File: src/hdl/bldc_pkg.sv
// ==========================================================================
// BLDC gate driver shared types
// ==========================================================================

package bldc_pkg;

    // width of the duty word and of the pwm carrier count
    localparam int DUTY_W = 10;

    // what one phase of the bridge is doing in the current sector
    typedef enum logic [1:0] {
        MODE_FLOAT = 2'd0,  // both fets off, phase left high impedance
        MODE_LOW   = 2'd1,  // low side held on, phase tied to ground
        MODE_PWM   = 2'd2   // switched against the carrier with dead time
    } phase_mode_e;

    // drive command as it arrives on the valid/ready port
    typedef struct packed {
        logic              enable;   // clear -> all phases float
        logic              reverse;  // mirrored commutation table
        logic [DUTY_W-1:0] duty;     // compared against the carrier count
    } drive_cmd_t;

    // gate pair of one half bridge
    typedef struct packed {
        logic hi;  // high side fet, phase to supply
        logic lo;  // low side fet, phase to ground
    } gate_t;

endpackage

File: src/hdl/pwm_carrier.sv
// ==========================================================================
// PWM carrier counter
// ==========================================================================

`timescale 1ns/10ps

module pwm_carrier #(
    parameter int unsigned MAX_COUNT = 1023  // last count, period is MAX_COUNT+1
) (
    input  logic                        clk,
    input  logic                        rst_n,
    output logic [bldc_pkg::DUTY_W-1:0] count,
    output logic                        period_start
);

    import bldc_pkg::*;

    // terminal count trimmed to the counter width
    localparam logic [DUTY_W-1:0] LAST = MAX_COUNT[DUTY_W-1:0];

    // one time base for all three phases so their edges line up
    always_ff @(posedge clk or negedge rst_n) begin
        if (!rst_n) begin
            count <= '0;
        end else if (count == LAST) begin
            count <= '0;              // wrap, next cycle opens a new period
        end else begin
            count <= count + 1'b1;
        end
    end

    // first count of every period
    // the sequencer swaps in a new duty here so no pulse gets clipped
    assign period_start = (count == '0);

endmodule

File: src/hdl/phase_driver.sv
// ==========================================================================
// Half bridge driver with dead time
// ==========================================================================

`timescale 1ns/10ps

module phase_driver #(
    parameter int unsigned MAX_COUNT = 1023,  // last carrier count
    parameter int unsigned DEAD_TIME = 8      // clocks with both fets off
) (
    input  logic                        clk,
    input  logic                        rst_n,
    input  logic [bldc_pkg::DUTY_W-1:0] count,
    input  bldc_pkg::phase_mode_e       mode,
    input  logic [bldc_pkg::DUTY_W-1:0] duty,
    output bldc_pkg::gate_t             gate
);

    import bldc_pkg::*;

    // one extra bit so count + dead time cannot wrap in the compare
    localparam logic [DUTY_W:0] MAX_EXT  = MAX_COUNT[DUTY_W:0];
    localparam logic [DUTY_W:0] DEAD_EXT = DEAD_TIME[DUTY_W:0];

    logic [DUTY_W:0] count_ext;
    logic [DUTY_W:0] lead_ext;    // count looking ahead by the dead time
    logic [DUTY_W:0] duty_ext;
    logic            hi_cmp;
    logic            lo_cmp;
    gate_t           gate_next;

    assign count_ext = {1'b0, count};
    assign duty_ext  = {1'b0, duty};
    assign lead_ext  = count_ext + DEAD_EXT;

    // high side drops DEAD_TIME counts before the duty point,
    // so the falling edge of hi leaves a gap before lo turns on
    assign hi_cmp = (lead_ext < duty_ext);

    // low side starts at the duty point and stops DEAD_TIME counts
    // before the wrap, leaving the gap ahead of the next hi pulse
    assign lo_cmp = (count_ext >= duty_ext) && (lead_ext <= MAX_EXT);

    always_comb begin
        gate_next = '0;                          // float unless told otherwise
        case (mode)
            MODE_PWM: begin
                gate_next.hi = hi_cmp;
                // zero duty never switches, just clamp the phase to ground
                gate_next.lo = (duty == '0) ? 1'b1 : lo_cmp;
            end
            MODE_LOW: begin
                gate_next.lo = 1'b1;             // static, no dead time needed
            end
            default: begin
                gate_next = '0;                  // MODE_FLOAT and unused code
            end
        endcase
    end

    // registered outputs, the compare tree settles before it reaches a fet
    always_ff @(posedge clk or negedge rst_n) begin
        if (!rst_n) begin
            gate <= '0;
        end else begin
            gate <= gate_next;
        end
    end

endmodule

File: src/hdl/commutation_sequencer.sv
// ==========================================================================
// Six-step commutation and command holding
// ==========================================================================

`timescale 1ns/10ps

module commutation_sequencer (
    input  logic                        clk,
    input  logic                        rst_n,
    input  logic [2:0]                  hall,
    input  bldc_pkg::drive_cmd_t        cmd,
    input  logic                        cmd_valid,
    output logic                        cmd_ready,
    input  logic                        period_start,
    output bldc_pkg::phase_mode_e       mode_u,
    output bldc_pkg::phase_mode_e       mode_v,
    output bldc_pkg::phase_mode_e       mode_w,
    output logic [bldc_pkg::DUTY_W-1:0] duty
);

    import bldc_pkg::*;

    logic [2:0] hall_meta;      // first synchroniser stage
    logic [2:0] hall_sync;      // safe to decode
    logic       pending_valid;  // holding register occupied
    drive_cmd_t pending_cmd;
    drive_cmd_t applied_cmd;    // what the bridge runs on right now
    logic       accept;
    logic [2:0] fwd_pwm;        // one-hot per phase, bit 0 = U
    logic [2:0] fwd_low;
    logic [2:0] pwm_sel;
    logic [2:0] low_sel;

    // pick the phase mode from the two one-hot selects
    function automatic phase_mode_e pick_mode(input logic pwm, input logic low);
        if (pwm) begin
            return MODE_PWM;
        end
        return low ? MODE_LOW : MODE_FLOAT;
    endfunction

    // hall sensors are asynchronous to clk
    always_ff @(posedge clk or negedge rst_n) begin
        if (!rst_n) begin
            hall_meta <= '0;
            hall_sync <= '0;
        end else begin
            hall_meta <= hall;
            hall_sync <= hall_meta;
        end
    end

    // one-entry command buffer
    // ready only while empty, a second command stalls until the next period
    assign cmd_ready = !pending_valid;
    assign accept    = cmd_valid && cmd_ready;

    always_ff @(posedge clk or negedge rst_n) begin
        if (!rst_n) begin
            pending_valid <= 1'b0;
        end else if (accept) begin
            pending_valid <= 1'b1;   // taken on a period start still waits a period
        end else if (period_start) begin
            pending_valid <= 1'b0;   // moved to applied below
        end
    end

    always_ff @(posedge clk) begin
        if (accept) begin
            pending_cmd <= cmd;
        end
    end

    // duty and direction only change at the top of a carrier period
    always_ff @(posedge clk or negedge rst_n) begin
        if (!rst_n) begin
            applied_cmd <= '0;       // disabled, duty 0
        end else if (period_start && pending_valid) begin
            applied_cmd <= pending_cmd;
        end
    end

    assign duty = applied_cmd.duty;

    // forward 120 degree hall table, (pwm phase, low phase)
    always_comb begin
        fwd_pwm = 3'b000;
        fwd_low = 3'b000;
        case (hall_sync)
            3'b101: begin fwd_pwm = 3'b001; fwd_low = 3'b010; end  // U, V
            3'b100: begin fwd_pwm = 3'b001; fwd_low = 3'b100; end  // U, W
            3'b110: begin fwd_pwm = 3'b010; fwd_low = 3'b100; end  // V, W
            3'b010: begin fwd_pwm = 3'b010; fwd_low = 3'b001; end  // V, U
            3'b011: begin fwd_pwm = 3'b100; fwd_low = 3'b001; end  // W, U
            3'b001: begin fwd_pwm = 3'b100; fwd_low = 3'b010; end  // W, V
            default: begin
                fwd_pwm = 3'b000;    // 000 and 111 are sensor faults, float all
                fwd_low = 3'b000;
            end
        endcase
    end

    // reverse rotation swaps the driven and the grounded phase
    assign pwm_sel = !applied_cmd.enable ? 3'b000 :
                     applied_cmd.reverse ? fwd_low : fwd_pwm;
    assign low_sel = !applied_cmd.enable ? 3'b000 :
                     applied_cmd.reverse ? fwd_pwm : fwd_low;

    always_ff @(posedge clk or negedge rst_n) begin
        if (!rst_n) begin
            mode_u <= MODE_FLOAT;
            mode_v <= MODE_FLOAT;
            mode_w <= MODE_FLOAT;
        end else begin
            mode_u <= pick_mode(pwm_sel[0], low_sel[0]);
            mode_v <= pick_mode(pwm_sel[1], low_sel[1]);
            mode_w <= pick_mode(pwm_sel[2], low_sel[2]);
        end
    end

endmodule

File: src/hdl/bldc_drive_top.sv
// ==========================================================================
// Three-phase BLDC gate driver top
// ==========================================================================

`timescale 1ns/10ps

module bldc_drive_top #(
    parameter int unsigned MAX_COUNT = 1023,  // carrier period is MAX_COUNT+1
    parameter int unsigned DEAD_TIME = 8      // dead time in clocks
) (
    input  logic                       clk,
    input  logic                       rst_n,
    input  logic [2:0]                 hall,
    input  bldc_pkg::drive_cmd_t       cmd,
    input  logic                       cmd_valid,
    output logic                       cmd_ready,
    output bldc_pkg::gate_t [2:0]      gates       // [0] U, [1] V, [2] W
);

    import bldc_pkg::*;

    logic [DUTY_W-1:0] count;         // shared carrier
    logic              period_start;
    logic [DUTY_W-1:0] duty;          // applied duty, same for all phases
    phase_mode_e       mode_u;
    phase_mode_e       mode_v;
    phase_mode_e       mode_w;

    pwm_carrier #(
        .MAX_COUNT    (MAX_COUNT)
    ) pwm_carrier_inst (
        .clk          (clk),
        .rst_n        (rst_n),
        .count        (count),
        .period_start (period_start)
    );

    commutation_sequencer commutation_sequencer_inst (
        .clk          (clk),
        .rst_n        (rst_n),
        .hall         (hall),
        .cmd          (cmd),
        .cmd_valid    (cmd_valid),
        .cmd_ready    (cmd_ready),
        .period_start (period_start),
        .mode_u       (mode_u),
        .mode_v       (mode_v),
        .mode_w       (mode_w),
        .duty         (duty)
    );

    // one half bridge per phase, all on the same carrier
    phase_driver #(
        .MAX_COUNT (MAX_COUNT),
        .DEAD_TIME (DEAD_TIME)
    ) phase_driver_u_inst (
        .clk   (clk),
        .rst_n (rst_n),
        .count (count),
        .mode  (mode_u),
        .duty  (duty),
        .gate  (gates[0])
    );

    phase_driver #(
        .MAX_COUNT (MAX_COUNT),
        .DEAD_TIME (DEAD_TIME)
    ) phase_driver_v_inst (
        .clk   (clk),
        .rst_n (rst_n),
        .count (count),
        .mode  (mode_v),
        .duty  (duty),
        .gate  (gates[1])
    );

    phase_driver #(
        .MAX_COUNT (MAX_COUNT),
        .DEAD_TIME (DEAD_TIME)
    ) phase_driver_w_inst (
        .clk   (clk),
        .rst_n (rst_n),
        .count (count),
        .mode  (mode_w),
        .duty  (duty),
        .gate  (gates[2])
    );

endmodule

File: config.mk
export PLATFORM = sky130hd
export DESIGN_NAME = bldc_drive_top
export DESIGN_NICKNAME = d
export VERILOG_FILES = /design/src/hdl/bldc_pkg.sv /design/src/hdl/pwm_carrier.sv /design/src/hdl/phase_driver.sv /design/src/hdl/commutation_sequencer.sv /design/src/hdl/bldc_drive_top.sv
export SDC_FILE = /design/constraint.sdc
export NUM_CORES = 1
export LEC_CHECK = 0
export ABC_CLOCK_PERIOD_IN_PS = 2900
export BUFFER_PORTS_ARGS = -buffer_cell sky130_fd_sc_hd__buf_2
export CORE_MARGIN = 2
export CORE_UTILIZATION = 62
export DETAILED_ROUTE_END_ITERATION = 7
export PLACE_DENSITY_LB_ADDON = 0.25
export SYNTH_ARGS = -nofsm -noshare
export SYNTH_HDL_FRONTEND = slang
export SYNTH_HIERARCHICAL = 1
export SYNTH_SLANG_ARGS = --single-unit
File: constraint.sdc
create_clock -name clk -period 2.9 [get_ports clk]
set_input_delay 0.29 -clock clk [delete_from_list [all_inputs] [get_ports clk]]
set_output_delay 0.29 -clock clk [all_outputs]
set_load 0.1 [all_outputs]
==> results of run 1 <==
==> metrics by stage <==
stage	setup slack, ns	total power [mW]	hold WS [ns]
finish	0.573	1.32	0.0736
detailed placement	0.649	0.812	0.337
global route	0.372	1.37	0.0617
CTS	0.617	1.34	0.0667
floorplan	0.561	0.787	-0.00559
global placement	0.700	0.810	0.333
==> critical path, stage by stage, from the launching register on <==
cell and delay [ns]:
dfrtp_1 0.54, ha_1 0.32, nand4_1 0.13, or2_2 0.33
xnor2_1 0.17, ha_1 0.27, and3_1 0.20, nand2_1 0.07
nand3_1 0.08, a31oi_1 0.15
==> routing by layer <==
layer / GRT usage / share of wire
met3: 0.0337 / 0.042
met5: 0 / 0
met2: 0.457 / 0.50
met1: 0.330 / 0.44
met4: 0.0938 / 0.024
==> cell families (layout without fill, tap and decap cells) <==
group                      after synthesis  in the layout  share of synthesized area
muxes                                   12             12                     0.0408
buffers and inverters                   65             94                     0.0698
AOI/OAI and AO/OA                       78             78                      0.127
adders and majority gates               65             65                      0.196
and+or+nand+nor                        127            127                      0.188
DFF                                     53             53                      0.335
xor gates and xnor gates                21             21                     0.0444
==> path summary, 6_finish.rpt <==
check / startpoint / endpoint / slack [ns] / cells past startpoint
min: hall[2] / commutation_sequencer_inst/hall_meta[2] / 0.07 / 1
min in group asynchronous: rst_n / pwm_carrier_inst/count[9] / 0.10 / 1
min reg2reg: commutation_sequencer_inst/hall_meta[2] / commutation_sequencer_inst/hall_sync[2] / 0.36 / 0
max reg2reg: pwm_carrier_inst/count[4] / phase_driver_u_inst/gate[1] / 0.57 / 9
max in group asynchronous: rst_n / commutation_sequencer_inst/hall_sync[1] / 2.22 / 1
max: pwm_carrier_inst/count[4] / phase_driver_u_inst/gate[1] / 0.57 / 9
==> power groups by stage <==
| stage | Sequential [mW] | Clock, mW | Combinational (mW) |
|---|---|---|---|
| after CTS | 0.769 | 0.541 | 0.0277 |
| after detailed placement | 0.784 | 0 | 0.0277 |
| after global routing | 0.770 | 0.567 | 0.0307 |
| final | 0.769 | 0.529 | 0.0265 |
| after floorplan | 0.783 | 0 | 0.00408 |
| after global placement | 0.783 | 0 | 0.0261 |
==> placed cells by master, fill, tap and decap left out, drive strengths merged, types with 7 or more instances in the layout <==
cell type and n:
a21oi 23, nand2b 16, xor2 8, inv 56, nor3 10, xnor2 13, nor2b 7, o21ai 9
nor4 8, nor2 12, edfxtp 12, nand4 12, dfrtp 41, nand2 16, ha 65, nand3 21
a31oi 7, o21a 9, mux2 12, buf 32
==> synthesized netlist by cell type, types with 6 or more instances <==
cell type	instances
a21o_1	6
a21oi_1	21
a31oi_1	7
buf_4	10
dfrtp_1	41
edfxtp_1	12
ha_1	65
inv_1	54
mux2_4	9
nand2_1	15
nand2b_1	16
nand3_1	19
nand4_1	12
nor2_1	12
nor2b_1	7
nor3_1	8
nor4_1	7
o21a_1	9
o21ai_0	8
o22ai_1	6
xnor2_1	13
xor2_1	8
==> flip-flops by register name (all words and copies together), names as in the netlist <==
name / flops
commutation_sequencer_inst/mode_u: 2
commutation_sequencer_inst/mode_w: 2
phase_driver_w_inst/gate: 2
phase_driver_u_inst/gate: 2
commutation_sequencer_inst/applied_cmd: 2
commutation_sequencer_inst/duty: 10
pwm_carrier_inst/count: 10
phase_driver_v_inst/gate: 2
commutation_sequencer_inst/mode_v: 2
commutation_sequencer_inst/hall_sync: 3
commutation_sequencer_inst/pending_cmd: 12
commutation_sequencer_inst/pending_valid: 1
commutation_sequencer_inst/hall_meta: 3
==> area by class of cell <==
cell class | instances | area share
multi-input cells | 303 | 0.555
flip-flops and latches | 53 | 0.312
inverters | 54 | 0.0456
repair buffers | 32 | 0.0405
well taps | 77 | 0.0217
clock buffers | 5 | 0.0155
clock inverters | 3 | 0.0107
==> flow_summary.ini, run 1 <==
[logic_synthesis]
synth.distinct_cells = 55
syn_inst = 421
ys_seq_area_frac = 0.335
syn_nets = 504
synth_ff_type = dfrtp_1
netlist_top_cells_area = dfrtp_1, ha_1, edfxtp_1
async_flop_share = 0.774
yosysTopAreaCell = dfrtp_1
synthesis.area_um2 = 4140
synth_top_area_share = 0.248
synth-seq-cells = 53
synth_edf_count = 12
synth_warnings = 6
syn_avg_cell_area_um2 = 9.84

[routing]
wl_per_cell_um = 17.3
drcViolationCount = 0
num_vias = 3224
vias_per_cell = 6.12
first_iter_violations = 185
ant_nets = 0
wl_um = 9140
dr.pass1.iters = 6

[final_layout]
diodes = 0
nFillCells = 497
fin_cells = 527
area_growth_pct = 7.40
multi_input_area_um2 = 2470
drive_gt1_frac = 0.156
final_cell_area_um2 = 4450
ff_latch_area_um2 = 1390
final_util = 0.693
layout.nets = 532

[floorplan]
initial_core_util = 0.645
die_height_um = 85.7
die_x_um = 85.7
ioPinCount = 25
die-area_um2 = 7350
core_area_um2 = 6420
rows = 29

[cts]
h-tree-depth = 2
cts_buffers = 5
cts_root_buf = clkbuf_8
cts_sinks = 53
clkLatencyLatePin_ns = 0.32
cts_resized = 0
cts_tree = built
clkTransAtPathRegs_ns = 0.11
cts.path.max_buffers = 2
postCtsHoldBufs = 0
postCtsSetupRepairBufs = 0

[global_routing]
grt.overflow.total = 0
grt_pass1_vias = 3210
track_usage = 0.261
grt_pass1_wl_um = 15000
grt_max_degree = 42
antenna_found_initial = 0

[sta]
slew_headroom = 0.378
fin_skew_ns = 0.0125
setup_tns_ns = 0
max_freq_mhz = 430
hold_viol = 0
tightest_slew_ns = 0.933
final-setup-viol-count = 0
final_max_slew_viol_count = 0
fin_crit_sh = 0.803
fin_crit_ns = 2.33
rsz0062_at_grt = false

[critical_path]
critPathKind = reg2reg
cp-start-kind = flip-flop
arrival_ns = 2.58
cp-end-kind = flip-flop
critPathMaxFanout = 11
crit_required_ns = 3.15

[pwr]
power_frac_comb = 0.020
power_density_nw_per_um2 = 298
irDropWorstVdd_uv = 311
pwr-share-clk = 0.400
switchingPower_mw = 0.285
seq_power_share = 0.580
p_leak_nw = 1.93
intPower_mw = 1.04
swShare = 0.215

[place]
dp.final_hpwl_um = 6660
place_congestion = 0.897
dp_cells = 519
placed_area_um2 = 4330
numPortBuffers = 24

[outcome]
status = finished clean

[worst_hold_path]
hp-class = in2reg

[job]
maxCapViolCount = 0
Power figures use the tool's default switching activity.
==> inputs of run 2 (changes only) <==
Settings changed: ABC_CLOCK_PERIOD_IN_PS 2900 to 2380.
Clock period 2.9 ns to 2.38 ns, I/O delays scaled along.
==> run 2 against run 1 <==
The flow now finishes with violations (design-rule violations); worst hold slack lost 0.055 ns; flip-flop and latch count unchanged; wire length up 0.89%; sequential share of layout area fell by 0.51 points; count of clock-buffer cells in the layout unchanged; global-route usage up 1.2 points; cell area rose by 1.8%; cell count grew 1.9%; largest cell class unchanged; largest power group unchanged; highest routed layer unchanged.
==> flow_summary.ini, run 2 (synthesis results as in run 1) <==
[outcome]
status = complete, but fails checks
violations = design-rule violations

[cts]
h-tree-depth = 2
cts_buffers = 5
cts_tree = built
cts_sinks = 53
cts_root_buf = clkbuf_8
clkLatencyLatePin_ns = 0.32
clkTransAtPathRegs_ns = 0.10
postCtsSetupRepairBufs = 0
cts.path.max_buffers = 2

[critical_path]
crit_required_ns = 2.63
critPathKind = reg2reg
cp-start-kind = flip-flop
arrival_ns = 2.50
cp-end-kind = flip-flop
critPathMaxFanout = 14
rrSetupSlack_ns = 0.13

[floorplan]
die_x_um = 85.7
die_height_um = 85.7
initial_core_util = 0.645
core_area_um2 = 6420
rows = 29
die-area_um2 = 7350
ioPinCount = 25

[final_layout]
layout.nets = 542
largest_register_ffs = 12
final_common_cell = ha_1
multi_input_area_um2 = 2470
diodes = 0
area_growth_pct = 9.30
drive_gt1_frac = 0.176
top_register = commutation_sequencer_inst/pending_cmd
nFillCells = 494
ff_latch_area_um2 = 1390
layout_common_cells = ha_1, inv_1, dfrtp_1

[sta]
rsz0062_at_grt = false
fin_crit_ns = 2.25
slew_headroom = 0.363
setup_tns_ns = 0
fin_crit_sh = 0.946
final-setup-viol-count = 0
final_max_slew_viol_count = 0
tightest_slew_ns = 0.956
hold_viol = 0
max_freq_mhz = 444
fin_skew_ns = 0.00524

[routing]
vias_per_cell = 6.20
wl_per_cell_um = 17.2
num_vias = 3328
dr.pass1.iters = 7
drcViolationCount = 1
first_iter_violations = 190
ant_nets = 0
wl_um = 9220

[global_routing]
grt.overflow.total = 0
antenna_found_initial = 0
grt_pass1_vias = 3455
grt_pass1_wl_um = 15700
grt_max_degree = 42
track_usage = 0.273

[place]
place_congestion = 0.895
numPortBuffers = 24
dp.final_hpwl_um = 6900

[worst_hold_path]
hp-class = in2reg

[job]
maxCapViolCount = 0

[pwr]
power_density_nw_per_um2 = 357
power_mw = 1.61
p_leak_nw = 1.98
irDropWorstVdd_uv = 356
-- run 2: changes by cell type in the layout (fill, tap and decap cells not counted) --
cell	before	now
buf_4	8	18
clkinv_4	0	1
dfrtp_1	41	40
dfrtp_2	0	1
inv_6	2	0
inv_8	0	1
-- run 2: area by class of cell --
type / count / share of cell area
clock buffers: 5 / 0.0152
inverters: 54 / 0.0448
repair buffers: 42 / 0.0564
well taps: 77 / 0.0213
flip-flops and latches: 53 / 0.306
multi-input cells: 303 / 0.545
clock inverters: 3 / 0.0111
-- run 2: what timing repair did --
item,in CTS,in global routing
gates resized for setup,0,1
hold endpoints to repair,0,0
hold buffers,0,0
setup endpoints to repair,0,2
-- run 2: report_power, final --
part           leakage (nW)  switching (mW)  internal [mW]
combinational          1.27          0.0194         0.0125
clock                0.0603           0.324          0.323
sequential            0.647         0.00326          0.933
total                  1.98           0.346           1.27
-- run 2: path summary, 6_finish.rpt --
check,startpoint,end,cells after the start
hold reg to reg,commutation_sequencer_inst/hall_meta[2],commutation_sequencer_inst/hall_sync[2],0
min in group asynchronous,rst_n,commutation_sequencer_inst/duty[1],1
hold / removal,hall[1],commutation_sequencer_inst/hall_meta[1],1
setup reg to reg,pwm_carrier_inst/count[7],phase_driver_u_inst/gate[1],8
setup / recovery,pwm_carrier_inst/count[7],phase_driver_u_inst/gate[1],8
max in group asynchronous,rst_n,pwm_carrier_inst/count[4],1
-- run 2: worst max-delay path, stage by stage (launching register included) --
cell and delay [ns]:
dfrtp_1 0.74, nand3_1 0.22, nor2_1 0.22, xnor2_1 0.15, ha_1 0.26, a21o_1 0.17
a21oi_1 0.17, nand3_1 0.10, a31oi_1 0.14
-- run 2: stage by stage --
stage,hold WS (ns),setup slack (ns),instances,area (µm²),util
after floorplan,-0.0576,0.0407,421,4140,-
after global placement,0.333,0.217,529,4410,0.686
after detailed placement,0.337,0.121,529,4410,0.686
after CTS,0.00604,0.108,537,4530,0.705
after global routing,0.0101,0.00117,537,4530,0.705
final,0.0187,0.128,537,4530,0.705
-- run 2: metal layers --
metal | vias to the layer above | GRT usage | part of all wire
met3 | 29 | 0.0385 | 0.047
li1 | 1585 | - | -
met1 | 1607 | 0.318 | 0.41
met5 | - | 0 | 0
met2 | 107 | 0.496 | 0.51
met4 | 0 | 0.121 | 0.029
==> inputs of run 3 (changes only) <==
Settings changed: SETUP_SLACK_MARGIN set to 0.4, SKIP_LAST_GASP set to 1.
==> run 3 against run 2 <==
The run now ends clean; worst setup slack gained 0.17 ns; clock skew grew 0.0079 ns; maximum frequency grew 8.4%.
==> flow_summary.ini, run 3 (synthesis results as in run 1) <==
[cts]
cts_buffers = 5
cts.path.max_buffers = 2
cts_root_buf = clkbuf_8
cts_tree = built
cts_sinks = 53
h-tree-depth = 2
clkTransAtPathRegs_ns = 0.10
clkLatencyLatePin_ns = 0.31

[critical_path]
rrSetupSlack_ns = 0.30
arrival_ns = 2.27
critPathKind = reg2reg
crit_required_ns = 2.57
rr_endpoint = commutation_sequencer_inst/duty[9]
cp-start-kind = flip-flop
worstRegToRegCells = 8
critPathMaxFanout = 10
r2r_start = pwm_carrier_inst/count[4]
cp-end-kind = flip-flop

[worst_hold_path]
hp-class = in2reg
worstHoldStart = hall[2]
min_path_cells = 1
holdPathEnd = commutation_sequencer_inst/hall_meta[2]

[routing]
ant_nets = 0
vias_per_cell = 6.27
wl_um = 10100
num_vias = 3455
drcViolationCount = 0
first_iter_violations = 310
dr.pass1.iters = 5
wl_per_cell_um = 18.4

[job]
maxCapViolCount = 0

[global_routing]
grt_max_degree = 23
antenna_found_initial = 0
grt_pass1_wl_um = 16100
track_usage = 0.281
grt_pass1_vias = 3346
grt.overflow.total = 0

[pwr]
power_density_nw_per_um2 = 338
irDropWorstVdd_uv = 341
p_leak_nw = 2.06

[final_layout]
area_growth_pct = 14.5
drive_gt1_frac = 0.234
diodes = 0
final_util = 0.739
top_register = commutation_sequencer_inst/pending_cmd
layout.nets = 556
fin_cells = 551
largest_register_ffs = 12
layout_common_cells = ha_1, inv_1, dfrtp_1
final_common_cell = ha_1

[sta]
rsz0062_at_grt = true
tightest_slew_ns = 0.514
holdWs_ns = 0.0323
fin_skew_ns = 0.0131
setup_tns_ns = 0
fin_crit_ns = 2.08
setup_slack_ns = 0.302
slew_headroom = 0.657
final_max_slew_viol_count = 0
fin_crit_sh = 0.873
hold_viol = 0
max_freq_mhz = 481
final-setup-viol-count = 0

[place]
numPortBuffers = 24
place_congestion = 0.900
place_ws_ns = 0.188
dp_cells = 521
dp.final_hpwl_um = 6810

[floorplan]
die_x_um = 85.7
die_height_um = 85.7
initial_core_util = 0.645
die-area_um2 = 7350
ioPinCount = 25
rows = 29
core_area_um2 = 6420

[outcome]
status = finished clean
==> run 3: cell types whose count changed in the layout (fill, tap and decap cells not counted), sizes merged <==
cell	delta
clkinv	-1
buf	+13
dlygate4sd3	+1
clkbuf	+1
==> run 3: worst max-delay path by stage <==
stage / from / end / slack [ns]
2_1_floorplan: pwm_carrier_inst/count[4] / phase_driver_v_inst/gate[1] / 0.38
3_3_place_gp: pwm_carrier_inst/count[3] / phase_driver_u_inst/gate[1] / 0.28
3_5_place_dp: pwm_carrier_inst/count[4] / commutation_sequencer_inst/duty[9] / 0.19
4_1_cts: pwm_carrier_inst/count[4] / commutation_sequencer_inst/duty[9] / 0.33
5_1_grt: pwm_carrier_inst/count[4] / phase_driver_v_inst/gate[1] / 0.19
6_report: pwm_carrier_inst/count[4] / commutation_sequencer_inst/duty[9] / 0.30
==> run 3: power by group <==
group	total (mW)	internal (mW)	switching (mW)
registers	0.936	0.933	0.00275
clock network	0.634	0.318	0.316
logic	0.0345	0.0146	0.0199
total	1.60	1.27	0.338
==> run 3: area by class of cell <==
cell class / instances / area [µm²]
multi-input combinational: 303 / 2550
timing repair buffer: 56 / 379
sequential: 53 / 1400
clock inverter: 2 / 38.8
clock buffer: 6 / 72.6
inverter: 54 / 203
tap: 77 / 96.3
fill: 481 / 1680
==> run 3: routing by layer <==
| metal | routed length [µm] | part of all wire | track usage |
|---|---|---|---|
| met5 | 0 | 0 | 0 |
| met4 | 401 | 0.040 | 0.117 |
| met3 | 579 | 0.057 | 0.0346 |
| met2 | 4970 | 0.49 | 0.489 |
| met1 | 4190 | 0.41 | 0.353 |
==> run 3: timing repair <==
action / in CTS / in global routing
endpoints found under the setup margin: 16 / 16
buffers inserted: 15 / 6
hold endpoints to repair: 19 / 0
hold buffers: 1 / 0
pin swaps: 2 / 11
resized for setup: 5 / 19
==> run 3: stage by stage <==
stage / power [mW] / instance area (µm²)
3_5_place_dp: 0.989 / 4390
2_1_floorplan: 0.959 / 4180
4_1_cts: 1.62 / 4650
6_report: 1.60 / 4740
3_3_place_gp: 0.988 / 4390
5_1_grt: 1.65 / 4740
==> run 3: critical path, stage by stage, from the launching register on <==
cell and delay (ns):
dfrtp_4 0.50, buf_6 0.14, buf_4 0.19, nor4b_2 0.23, nand2_1 0.15, nor4_4 0.21
nand2_2 0.09, buf_6 0.16, mux2_4 0.30
